==> config.mk <==
export PLATFORM = sky130hd
export DESIGN_NAME = exec_alu
export DESIGN_NICKNAME = d
export VERILOG_FILES = /design/src/hdl/rv_exec_pkg.sv /design/src/hdl/exec_alu.sv
export VERILOG_INCLUDE_DIRS = /design/src /design/src/hdl
export SDC_FILE = /design/constraint.sdc
export NUM_CORES = 1
export LEC_CHECK = 0
export BUFFER_PORTS_ARGS = -buffer_cell sky130_fd_sc_hd__buf_2
export CAP_MARGIN = 5
export CORE_MARGIN = 2
export CORE_UTILIZATION = 29
export DETAILED_ROUTE_END_ITERATION = 10
export PLACE_DENSITY = 0.54
export SETUP_SLACK_MARGIN = 0.2
export SYNTH_ARGS = -nofsm -noshare
export SYNTH_HDL_FRONTEND = slang
export SYNTH_SLANG_ARGS = --single-unit
==> constraint.sdc <==
create_clock -name vclk -period 8.2
set_input_delay 0.82 -clock vclk [all_inputs]
set_output_delay 0.82 -clock vclk [all_outputs]
set_load 0.01 [all_outputs]
==> src/hdl/rv_config.svh <==
`ifndef RV_CONFIG_SVH
`define RV_CONFIG_SVH

// integer register width
`define XLEN 64

// register index width, x0..x31
`define REG_ADDR_WIDTH 5

// number of architectural registers
`define REG_COUNT 32

`endif

==> src/hdl/rv_exec_pkg.sv <==
package rv_exec_pkg;

    // operation applied by the execute stage
    typedef enum logic [2:0] {
        ALU_ADD    = 3'd0,
        ALU_SUB    = 3'd1,
        ALU_AND    = 3'd2,
        ALU_OR     = 3'd3,
        ALU_XOR    = 3'd4,
        ALU_PASS_B = 3'd5  // lui
    } alu_op_e;

    // store width, same encoding as funct3[1:0] of the store opcode
    typedef enum logic [1:0] {
        ST_BYTE   = 2'd0,
        ST_HALF   = 2'd1,
        ST_WORD   = 2'd2,
        ST_DOUBLE = 2'd3
    } st_size_e;

endpackage

==> src/hdl/exec_alu.sv <==
`timescale 1ns/10ps
`include "rv_config.svh"

module exec_alu (
    input  logic                       clk,
    input  logic                       rst_n,
    input  logic                       dec_valid,
    input  rv_exec_pkg::alu_op_e       alu_op,
    input  logic [`REG_ADDR_WIDTH-1:0] rs1,
    input  logic [`REG_ADDR_WIDTH-1:0] rs2,
    input  logic [`REG_ADDR_WIDTH-1:0] rd,
    input  logic [`XLEN-1:0]           imm,
    input  logic                       use_imm,
    input  logic                       is_word,
    input  logic                       is_store,
    input  rv_exec_pkg::st_size_e      st_size,
    output logic [`REG_ADDR_WIDTH-1:0] rd1_addr,
    output logic [`REG_ADDR_WIDTH-1:0] rd2_addr,
    input  logic [`XLEN-1:0]           rd1_data,
    input  logic [`XLEN-1:0]           rd2_data,
    output logic                       wr_en,
    output logic [`REG_ADDR_WIDTH-1:0] wr_addr,
    output logic [`XLEN-1:0]           wr_data,
    output logic                       ex_wb,
    output logic                       ex_st,
    output logic [`REG_ADDR_WIDTH-1:0] ex_rd,
    output logic [`XLEN-1:0]           ex_result,
    output logic [`XLEN-1:0]           ex_st_addr,
    output logic [`XLEN-1:0]           ex_st_src,
    output rv_exec_pkg::st_size_e      ex_st_size
);
    import rv_exec_pkg::*;

    logic [`XLEN-1:0] op_b;
    logic [`XLEN-1:0] raw;
    logic [`XLEN-1:0] result;

    assign rd1_addr = rs1;
    assign rd2_addr = rs2;
    assign op_b     = use_imm ? imm : rd2_data;

    always_comb begin
        case (alu_op)
            ALU_ADD:    raw = rd1_data + op_b;
            ALU_SUB:    raw = rd1_data - op_b;
            ALU_AND:    raw = rd1_data & op_b;
            ALU_OR:     raw = rd1_data | op_b;
            ALU_XOR:    raw = rd1_data ^ op_b;
            ALU_PASS_B: raw = op_b;
            default:    raw = '0;
        endcase
    end

    // W forms keep the low word, sign-extended
    assign result = is_word ? {{(`XLEN-32){raw[31]}}, raw[31:0]} : raw;

    assign ex_wb = dec_valid && !is_store;
    assign ex_st = dec_valid && is_store;

    assign wr_en   = ex_wb;
    assign wr_addr = rd;
    assign wr_data = result;

    assign ex_rd      = rd;
    assign ex_result  = result;
    assign ex_st_addr = rd1_data + imm; // base plus s-type offset
    assign ex_st_src  = rd2_data;
    assign ex_st_size = st_size;

endmodule

* Word-level counts from Yosys, hierarchy flattened *
Index checks and enable logic that the tools add are counted.

word-level totals
  register bits after elaboration = 0
  bits of input ports = 218
  output and inout bits = 281
  logic and storage cells = 18

operators by class
  $add $sub $neg = 3
  equality and inequality tests = 5
  muxes and demuxes = 3
  bitwise gates (word level) = 3
  reduce and logical (&&, ||, !) cells = 4

operator list
  cell                                                  count
  one-hot mux 64 bit (6 select lines)                   1
  adder 64 bit                                          2
  2-to-1 mux 64 bit                                     2
  AND 64 bit                                            1
  bitwise OR 64 bit                                     1
  subtractor 64 bit                                     1
  XOR 64 bit                                            1
  equality test 3 x 2 -> 1 bit (second input constant)  2
  equality test 3 bit (second input constant)           2
  equality test 3 x 1 -> 1 bit (second input constant)  1
  zero test 3 bit                                       1
  logical AND 1 bit                                     2
  zero test 1 bit                                       1

* Longest topological paths before layout *
Gate-level depths: netlist of the first run.

  word-level depth = 4
  gate-level depth with buffers = 29
  depth with buffers taken out = 21

* Least setup slack after synthesis of the first run *
Ideal clock, no wire load.

  path type = input to output
  from = input use_imm
  to = output wr_data[59]
  data arrival time = 6.079 ns
  required time = 7.380 ns
  path slack = 1.301 ns
  cell stages on the path = 28
  buffers on the path = 7
  path through = buf_6 > buf_6 > buf_6 > buf_6 > buf_6 > buf_2 > mux2i_1 > ha_1 > nand3b_1 > nor2_1 > and3_1 > nand2_1 > inv_1 > nand2_1 > o21ai_0 > xnor2_1 > ha_1 > a21o_1 > or3_1 > o21ai_0 > o211ai_1 > a21oi_2 > o21ai_4 > a2111oi_2 > o31ai_1 > xnor2_1 > o211ai_1 > buf_4

on the way
  cells in the longest elaborated chain, start to end = 4
  elaborated cells between the ends (all ways) = 8
  classes of those cells = 2 x add/sub; 3 x mux; 3 x bitwise

ends and longest elaborated chain
  what                                       line            source
  start: declaration                         exec_alu.sv:13  input logic use_imm,
  2-to-1 mux 64 bit *                        exec_alu.sv:40  assign op_b = use_imm ? imm : rd2_data;
  subtractor 64 bit (tied with other cells)  exec_alu.sv:45  ALU_SUB: raw = rd1_data - op_b;
  one-hot mux 64 bit (6 select lines) *      exec_alu.sv:43  case (alu_op)
  2-to-1 mux 64 bit *                        exec_alu.sv:55  assign result = is_word ? {{(`XLEN-32){raw[31]}}, raw[31:0]} : raw;
  end: declaration                           exec_alu.sv:23  output logic [`XLEN-1:0] wr_data,

Every way passes the cells marked *; elsewhere a longest branch is shown, timed or not.

* Worst setup path after layout of the first run *
  from = input use_imm
  to = output ex_result[46]

on the way
  cells in the longest elaborated chain, start to end = 4
  elaborated cells between the ends (all ways) = 8
  classes of those cells = 2 x add/sub; 3 x mux; 3 x bitwise

ends and longest elaborated chain
  what                                       line            source
  2-to-1 mux 64 bit *                        exec_alu.sv:40
  subtractor 64 bit (tied with other cells)  exec_alu.sv:45
  one-hot mux 64 bit (6 select lines) *      exec_alu.sv:43
  2-to-1 mux 64 bit *                        exec_alu.sv:55
  end: declaration                           exec_alu.sv:27  output logic [`XLEN-1:0] ex_result,

Marks and branches as above.

==> results.toml, run 1 <==
[timing]
hold_viol = 0
fmax_mhz = 132.8
rsz0062_at_grt = "false"
setup_ws_ns = 0.6696
period_share_pct = 91.83
max_slew.worst_pin.slew_ns = 1.050
drv_slew = 0
finalSetupTns_ns = 0
slew_headroom_pct = 28.19
finalCriticalPeriod_ns = 7.530
finalSetupViolCount = 0

[layout]
nClkBuffers = 0
drive_gt1_share_pct = 23.38
final_common_cell = "buf_2"
seq_cells = 0
stdcell_count = 2999
fillCellCount = 5500
multi_input_area_um2 = 12510
area_growth_pct = 12.23
layout_common_cells = "457 x buf_2, 256 x ha_1, 161 x inv_1"
nets = 2805
seq_area_um2 = 0
diodes = 0

[power]
finalPower_uw = 1656
peakVddDrop_mv = 0.04226
power.density_nw_per_um2 = 100.6
leakagePower_uw = 0.008245

[route]
wl_um = 60980
wl_per_cell_um = 20.33
vias = 16360
drtIter0Drc = 1140
dr.pass1.iters = 7
viasPerCell = 5.453
antenna_left = 0
drc = 0

[placed_design]
place_inst = 2999
portBuffers = 458
place_hpwl_um = 52100
place_congestion = 0.9581
dp_slack_ns = 0.5949

[synth]
yosysSeqAreaShare_pct = 0
avgSynthCellArea_um2 = 7.013
synth_cells = 2092
yosysTopAreaCellShare_pct = 21.83
syn-num-nets = 2568
ys_warn_count = 0
synth_area_um2 = 14670
yosysUniqueCellTypes = 80
synth_largest_area_cell = "ha_1"
synth_area_leaders = "ha_1 22%, xnor2_1 7.9%, buf_4 7.7%"

[die]
die_area_um2 = 52400
num_rows = 82
boundaryPins = 499
dieHeight_um = 228.9
core_area_um2 = 50070
dieWidth_um = 228.9
initial_core_util_pct = 29.30

[global_route]
grt_usage_pct = 21.89
gr-total-overflow = 0
antenna_found_initial = 0
grt_max_degree = 64
grt_pass1_vias = 15570
grt_pass1_wl_um = 92010

[critical_path]
critPathKind = "primary input to output pin"
worstSetupEndpointType = "output pin"
cp.arrival_ns = 6.71
start_kind = "primary input"
crit_fanout = 25
critPathRequiredTime_ns = 7.38

[run_status]
status = "finished, final reports clean"

[job]
max-cap-violations = 0

[worst_hold_path]
min_path_type = "primary input to output pin"

[clocking]
cts_setup_buffers = 0
-- cell usage after synthesis, types with 7 or more instances --
master	count
ha_1	256
inv_1	161
a21oi_1	158
buf_4	151
o21ai_0	151
nand2_1	144
xnor2_1	132
nor2_1	113
clkbuf_1	78
a21o_1	62
mux2i_1	58
o22ai_1	57
xor2_1	49
a22o_1	46
nor3_1	37
nand3_1	35
a31oi_1	31
nand4_1	29
o211ai_1	27
a211oi_1	26
o21bai_1	19
a221oi_1	18
and3_1	16
nor2b_1	14
nand2b_1	12
o221ai_1	12
o31ai_1	12
and2_1	11
nor4_1	11
mux2i_2	10
o21a_1	10
or3_1	10
buf_6	8
o21ai_1	8
or2_2	8
nor3b_1	7
-- where the power goes --
part	total [uW]	internal, uW	switching [uW]
Clock	0	0	0
Sequential	0	0	0
Combinational	1660	636	1020
Total	1660	636	1020
-- timing repair --
| item | in CTS | in global routing |
|---|---|---|
| setup endpoints to repair | 0 | 6 |
| resized for setup | 0 | 4 |
| hold buffers | 0 | 0 |
-- final cells by class --
| cell class | instances | share of cell area, % |
|---|---|---|
| Inverter | 167 | 3.807 |
| Multi-Input combinational cell | 1677 | 75.96 |
| Tap cell | 672 | 5.107 |
| Timing Repair Buffer | 483 | 15.12 |
-- worst max-delay path: stages --
cell and delay [ns]:
buf_6 0.28, buf_4 0.25, nor4b_1 0.41, o21ai_1 0.20, a21oi_2 0.40, and4_1 0.46
inv_1 0.06, o21ai_0 0.22, xnor2_1 0.10, ha_1 0.41, a21o_1 0.23, a21o_1 0.17
a21oi_1 0.16, nor3b_1 0.19, o21ai_0 0.19, o21ai_0 0.72, nand2_1 0.29, xor2_1 0.21
a211oi_1 0.45, o21ai_0 0.22, buf_2 0.22
-- per-stage QoR --
stage                     instance area (um^2)  util (%)  hold WS, ns
after floorplan                          14670         -        1.694
after global placement                   16450     32.85        1.640
after detailed placement                 16450     32.85        1.640
after CTS                                16450     32.85        1.640
after global routing                     16460     32.88        1.640
final                                    16460     32.88        1.640
-- cell families (layout without fill, tap and decap cells) --
kind of cell	count (synthesis)	count (layout)	synth area share (%)
AOI/OAI and AO/OA	694	694	30.74
buffers and inverters	415	650	14.94
xor gates and xnor gates	181	181	10.81
and+or+nand+nor	471	471	15.97
adders and majority gates	258	258	22.11
muxes	73	73	5.433
-- layer usage --
layer | wire (um) | share of wire (%) | GRT usage, %
met5 | 0 | 0 | 0
met4 | 924 | 1.5 | 3.328
met2 | 28420 | 47 | 37.36
met3 | 3242 | 5.3 | 1.310
met1 | 28400 | 47 | 30.75
-- worst paths after layout --
path                    start  slack, ns  depth (start not counted)             to
worst min-delay path   rs1[0]       1.64                          0    rd1_addr[0]
worst max-delay path  use_imm       0.67                         21  ex_result[46]
No activity file was read; power rests on OpenSTA's default activity.
==> inputs of run 2 (changes only) <==
ABC_AREA = 1   (was not set)
CORE_MARGIN = not set   (was 2)
PLACE_DENSITY = 0.53   (was 0.54)
==> results.toml, run 2 <==
[run_status]
status = "finished, final reports clean"

[timing]
fmax_mhz = 147.3
drv_slew = 0
rsz0062_at_grt = "false"
slew_headroom_pct = 30.53
finalCriticalPeriod_ns = 6.789
finalSetupViolCount = 0
max_slew.worst_pin.slew_ns = 1.041
hold_viol = 0
finalSetupTns_ns = 0
whs_ns = 1.640
period_share_pct = 82.79

[critical_path]
critPathRequiredTime_ns = 7.38
startpoint = "use_imm"
worst_path_max_delay_cell = "o21ai_0"
crit_fanout = 25
critPathKind = "primary input to output pin"
crit_path_max_incr_delay_ns = 0.69
crit_end = "ex_result[43]"
worstSetupEndpointType = "output pin"
start_kind = "primary input"
cp.arrival_ns = 5.97
crit_path_frequent_cell = "nand2_1"

[global_route]
grt_max_degree = 64
grt_usage_pct = 26.67
antenna_found_initial = 5
grt_pass1_wl_um = 126500
grt_pass1_vias = 20620
gr-total-overflow = 0

[die]
dieHeight_um = 248.4
die_area_um2 = 61720
dieWidth_um = 248.4
initial_core_util_pct = 29.62
boundaryPins = 499
num_rows = 89
core_area_um2 = 59460

[synth]
synth_most_common_cell = "nand2_1"
yosysUniqueCellTypes = 49
yosysTopAreaCellShare_pct = 19.86
yosysSeqAreaShare_pct = 0
ys_warn_count = 0
syn-num-nets = 3732
synth_cells = 3256
synth_area_um2 = 17610
synth_area_leaders = "nand2_1 20%, ha_1 18%, inv_1 12%"
synth_largest_area_cell = "nand2_1"
avgSynthCellArea_um2 = 5.409
synthTopCellsByCount = "932 x nand2_1, 552 x inv_1, 311 x nor2_1"

[route]
drc = 0
dr.pass1.iters = 8
antenna_left = 0
vias = 21670
drtIter0Drc = 1635
wl_um = 86250
viasPerCell = 5.041
wl_per_cell_um = 20.07

[layout]
seq_cells = 0
multi_input_area_um2 = 14100
area_growth_pct = 11.30
nets = 4001
seq_area_um2 = 0
nClkBuffers = 0
final_cell_area_um2 = 19600
utilization_pct = 32.97
drive_gt1_share_pct = 16.12
layout_common_cells = "932 x nand2_1, 551 x inv_1, 457 x buf_2"
fillCellCount = 7135
final_common_cell = "nand2_1"

[job]
max-cap-violations = 0

[placed_design]
place_hpwl_um = 76420
placed_area_um2 = 19600
portBuffers = 458
place_congestion = 0.9895

[power]
leakagePower_uw = 0.01106
peakVddDrop_mv = 0.03494
power.density_nw_per_um2 = 90.98

[clocking]
holdBufCountCts = 0
cts_setup_buffers = 0
cts_resized = 0

[worst_hold_path]
min_path_type = "primary input to output pin"
==> run 2: metrics by stage <==
stage	total power, uW	setup slack (ns)	std cells
2_1_floorplan	1163	3.261	3256
3_3_place_gp	1762	1.467	4296
3_5_place_dp	1760	1.428	4296
4_1_cts	1769	1.414	4296
5_1_grt	1954	1.016	4297
6_report	1783	1.411	4298
==> run 2: per-layer routing <==
metal / global-route usage, % / vias up / part of all wire (%)
met5: 0 / - / 0.027
met4: 7.116 / 4 / 3.0
met3: 2.062 / 104 / 5.1
met2: 46.31 / 695 / 47
met1: 35.24 / 10020 / 45
li1: - / 10840 / -
==> run 2: power breakdown <==
group / internal (uW) / leakage [uW] / switching (uW)
Sequential: 0 / 0 / 0
Clock: 0.0000326 / 0.0000000127 / 0
Combinational: 575 / 0.0111 / 1210
Total: 575 / 0.0111 / 1210
==> run 2: area by class of cell <==
cell class                 count  area share (%)
antenna                        2         0.02553
inverter                     564           10.80
multi-input combinational   2485           71.92
tap                          773           4.934
timing repair buffer         474           12.32
==> run 2: kinds of logic after synthesis <==
kind of cell	Yosys count	share of synthesized area (%)
AND/OR/NAND/NOR	1531	35.89
buffers and inverters	771	20.13
AO/OA/AOI/OAI	579	19.75
adder cells (fa/ha/maj)	258	18.41
XOR/XNOR	117	5.818
==> run 2: how the worst min path moves through the flow <==
| stage | startpoint | to | slack [ns] | cells after the start |
|---|---|---|---|---|
| after floorplan | is_store | ex_wb | 1.69 | 1 |
| after global placement | st_size[1] | ex_st_size[1] | 1.64 | 0 |
| after detailed placement | st_size[1] | ex_st_size[1] | 1.64 | 0 |
| after CTS | st_size[1] | ex_st_size[1] | 1.64 | 0 |
| after global routing | rs1[3] | rd1_addr[3] | 1.64 | 0 |
| final | rs1[3] | rd1_addr[3] | 1.64 | 0 |
==> run 2: critical path, delay by kind of cell <==
| kind | cells | cell delay [ns] |
|---|---|---|
| AND/OR/NAND/NOR | 19 | 2.95 |
| buffers and inverters | 4 | 0.94 |
| AO/OA/AOI/OAI | 1 | 0.69 |
| adder cells (fa/ha/maj) | 1 | 0.37 |
| XOR/XNOR | 1 | 0.18 |
==> inputs of run 3 (changes only) <==
ABC_AREA = 0   (was 1)
PLACE_DENSITY = 0.56   (was 0.53)
clock period = 5.75 ns   (was 8.2 ns; I/O delays follow)
==> results.toml, run 3 (synthesis results as in run 1) <==
[run_status]
status = "finished, final reports clean"

[power]
leakagePower_uw = 0.01040
power.density_nw_per_um2 = 147.6
peakVddDrop_mv = 0.08925

[global_route]
grt_pass1_wl_um = 106000
grt_max_degree = 40
antenna_found_initial = 21
gr-total-overflow = 0
grt_pass1_vias = 17570
grt_usage_pct = 27.13

[die]
initial_core_util_pct = 29.30
core_area_um2 = 50070
boundaryPins = 499
die_area_um2 = 51490
dieHeight_um = 226.9
num_rows = 82
dieWidth_um = 226.9

[critical_path]
start_kind = "primary input"
crit_fanout = 8
cp.arrival_ns = 5.08
critPathKind = "primary input to output pin"
worstSetupEndpointType = "output pin"
critPathRequiredTime_ns = 5.18

[timing]
finalCriticalPeriod_ns = 5.658
finalSetupViolCount = 0
hold_viol = 0
whs_ns = 1.150
max_slew.worst_pin.slew_ns = 1.228
drv_slew = 0
fmax_mhz = 176.7
rsz0062_at_grt = "true"
slew_headroom_pct = 17.84
period_share_pct = 98.41
finalSetupTns_ns = 0

[route]
antenna_left = 0
wl_um = 73440
dr.pass1.iters = 5
vias = 18280
drtIter0Drc = 1012
drc = 0
wl_per_cell_um = 21.85
viasPerCell = 5.438

[placed_design]
portBuffers = 458
placed_area_um2 = 18850
place_hpwl_um = 61560
place_congestion = 0.9722

[layout]
fillCellCount = 5243
nClkBuffers = 0
final_common_cell = "buf_2"
seq_cells = 0
area_growth_pct = 41.02
layout_common_cells = "435 x buf_2, 348 x buf_4, 252 x ha_1"
multi_input_area_um2 = 13630
seq_area_um2 = 0
drive_gt1_share_pct = 39.48
final_cell_area_um2 = 20690
nets = 3158

[worst_hold_path]
min_path_cells = 0
min_path_type = "primary input to output pin"
holdPathEnd = "rd1_addr[0]"
worstHoldStart = "rs1[0]"

[clocking]
holdBufCountCts = 0

[job]
max-cap-violations = 0
run 3: layer usage:
metal  up-vias  share of wire [%]  GRT usage (%)  wire (um)
met5         -               0.22              0        164
met4        24                4.8          12.01       3522
met3       172                6.3          3.447       4605
met2       745                 48          48.16      35070
met1      8687                 41          32.42      30070
li1       8649                  -              -          -
run 3: layout make-up:
| class | instances | share of cell area, % |
|---|---|---|
| Antenna cell | 9 | 0.1089 |
| Timing Repair Buffer | 836 | 26.88 |
| Multi-Input combinational cell | 1677 | 65.90 |
| Inverter | 167 | 3.042 |
| Tap cell | 672 | 4.064 |
run 3: worst max-delay path by stage:
stage	start	cells past startpoint	to	slack [ns]
floorplan	use_imm	28	wr_data[59]	-0.17
global route	use_imm	25	wr_data[63]	-0.14
finish	use_imm	25	ex_result[60]	0.09
detailed placement	use_imm	22	ex_result[48]	-0.44
CTS	use_imm	25	ex_result[61]	0.09
global placement	use_imm	25	wr_data[63]	-0.38
run 3: repair_timing:
item / CTS / global route
cloned: 4 / 0
buffers inserted: 32 / 18
gates resized for setup: 154 / 125
pin swaps: 72 / 42
endpoints found under the hold margin: 0 / 0
setup endpoints to repair: 66 / 66
run 3: per-stage QoR:
stage / cells / util (%) / power [uW] / setup WS [ns]
floorplan: 2092 / - / 1662 / -0.1716
global placement: 3298 / 37.65 / 2713 / -0.3790
detailed placement: 3298 / 37.65 / 2724 / -0.4362
CTS: 3334 / 39.75 / 2877 / 0.08970
global route: 3360 / 41.32 / 3289 / -0.1392
finish: 3361 / 41.32 / 3053 / 0.09151
run 3: worst max-delay path: stages:
cell and delay [ns]:
buf_16 0.14, buf_16 0.15, buf_12 0.14, nor3b_4 0.21
o22ai_4 0.11, nor4_4 0.31, and4_4 0.31, buf_4 0.12
nor2_1 0.04, xnor2_1 0.13, ha_1 0.38, and3_4 0.24
nand2_2 0.06, or3_4 0.36, nor4_4 0.16, nand2_1 0.09
o211a_1 0.17, xnor2_2 0.15, a211oi_2 0.25, buf_4 0.16
nand2b_4 0.23, buf_12 0.15, o211ai_1 0.08, buf_4 0.19
buf_6 0.12
run 3: where the power goes:
group | internal [uW] | switching (uW)
logic | 1340 | 1710
clock network | 0.000211 | 0
registers | 0 | 0
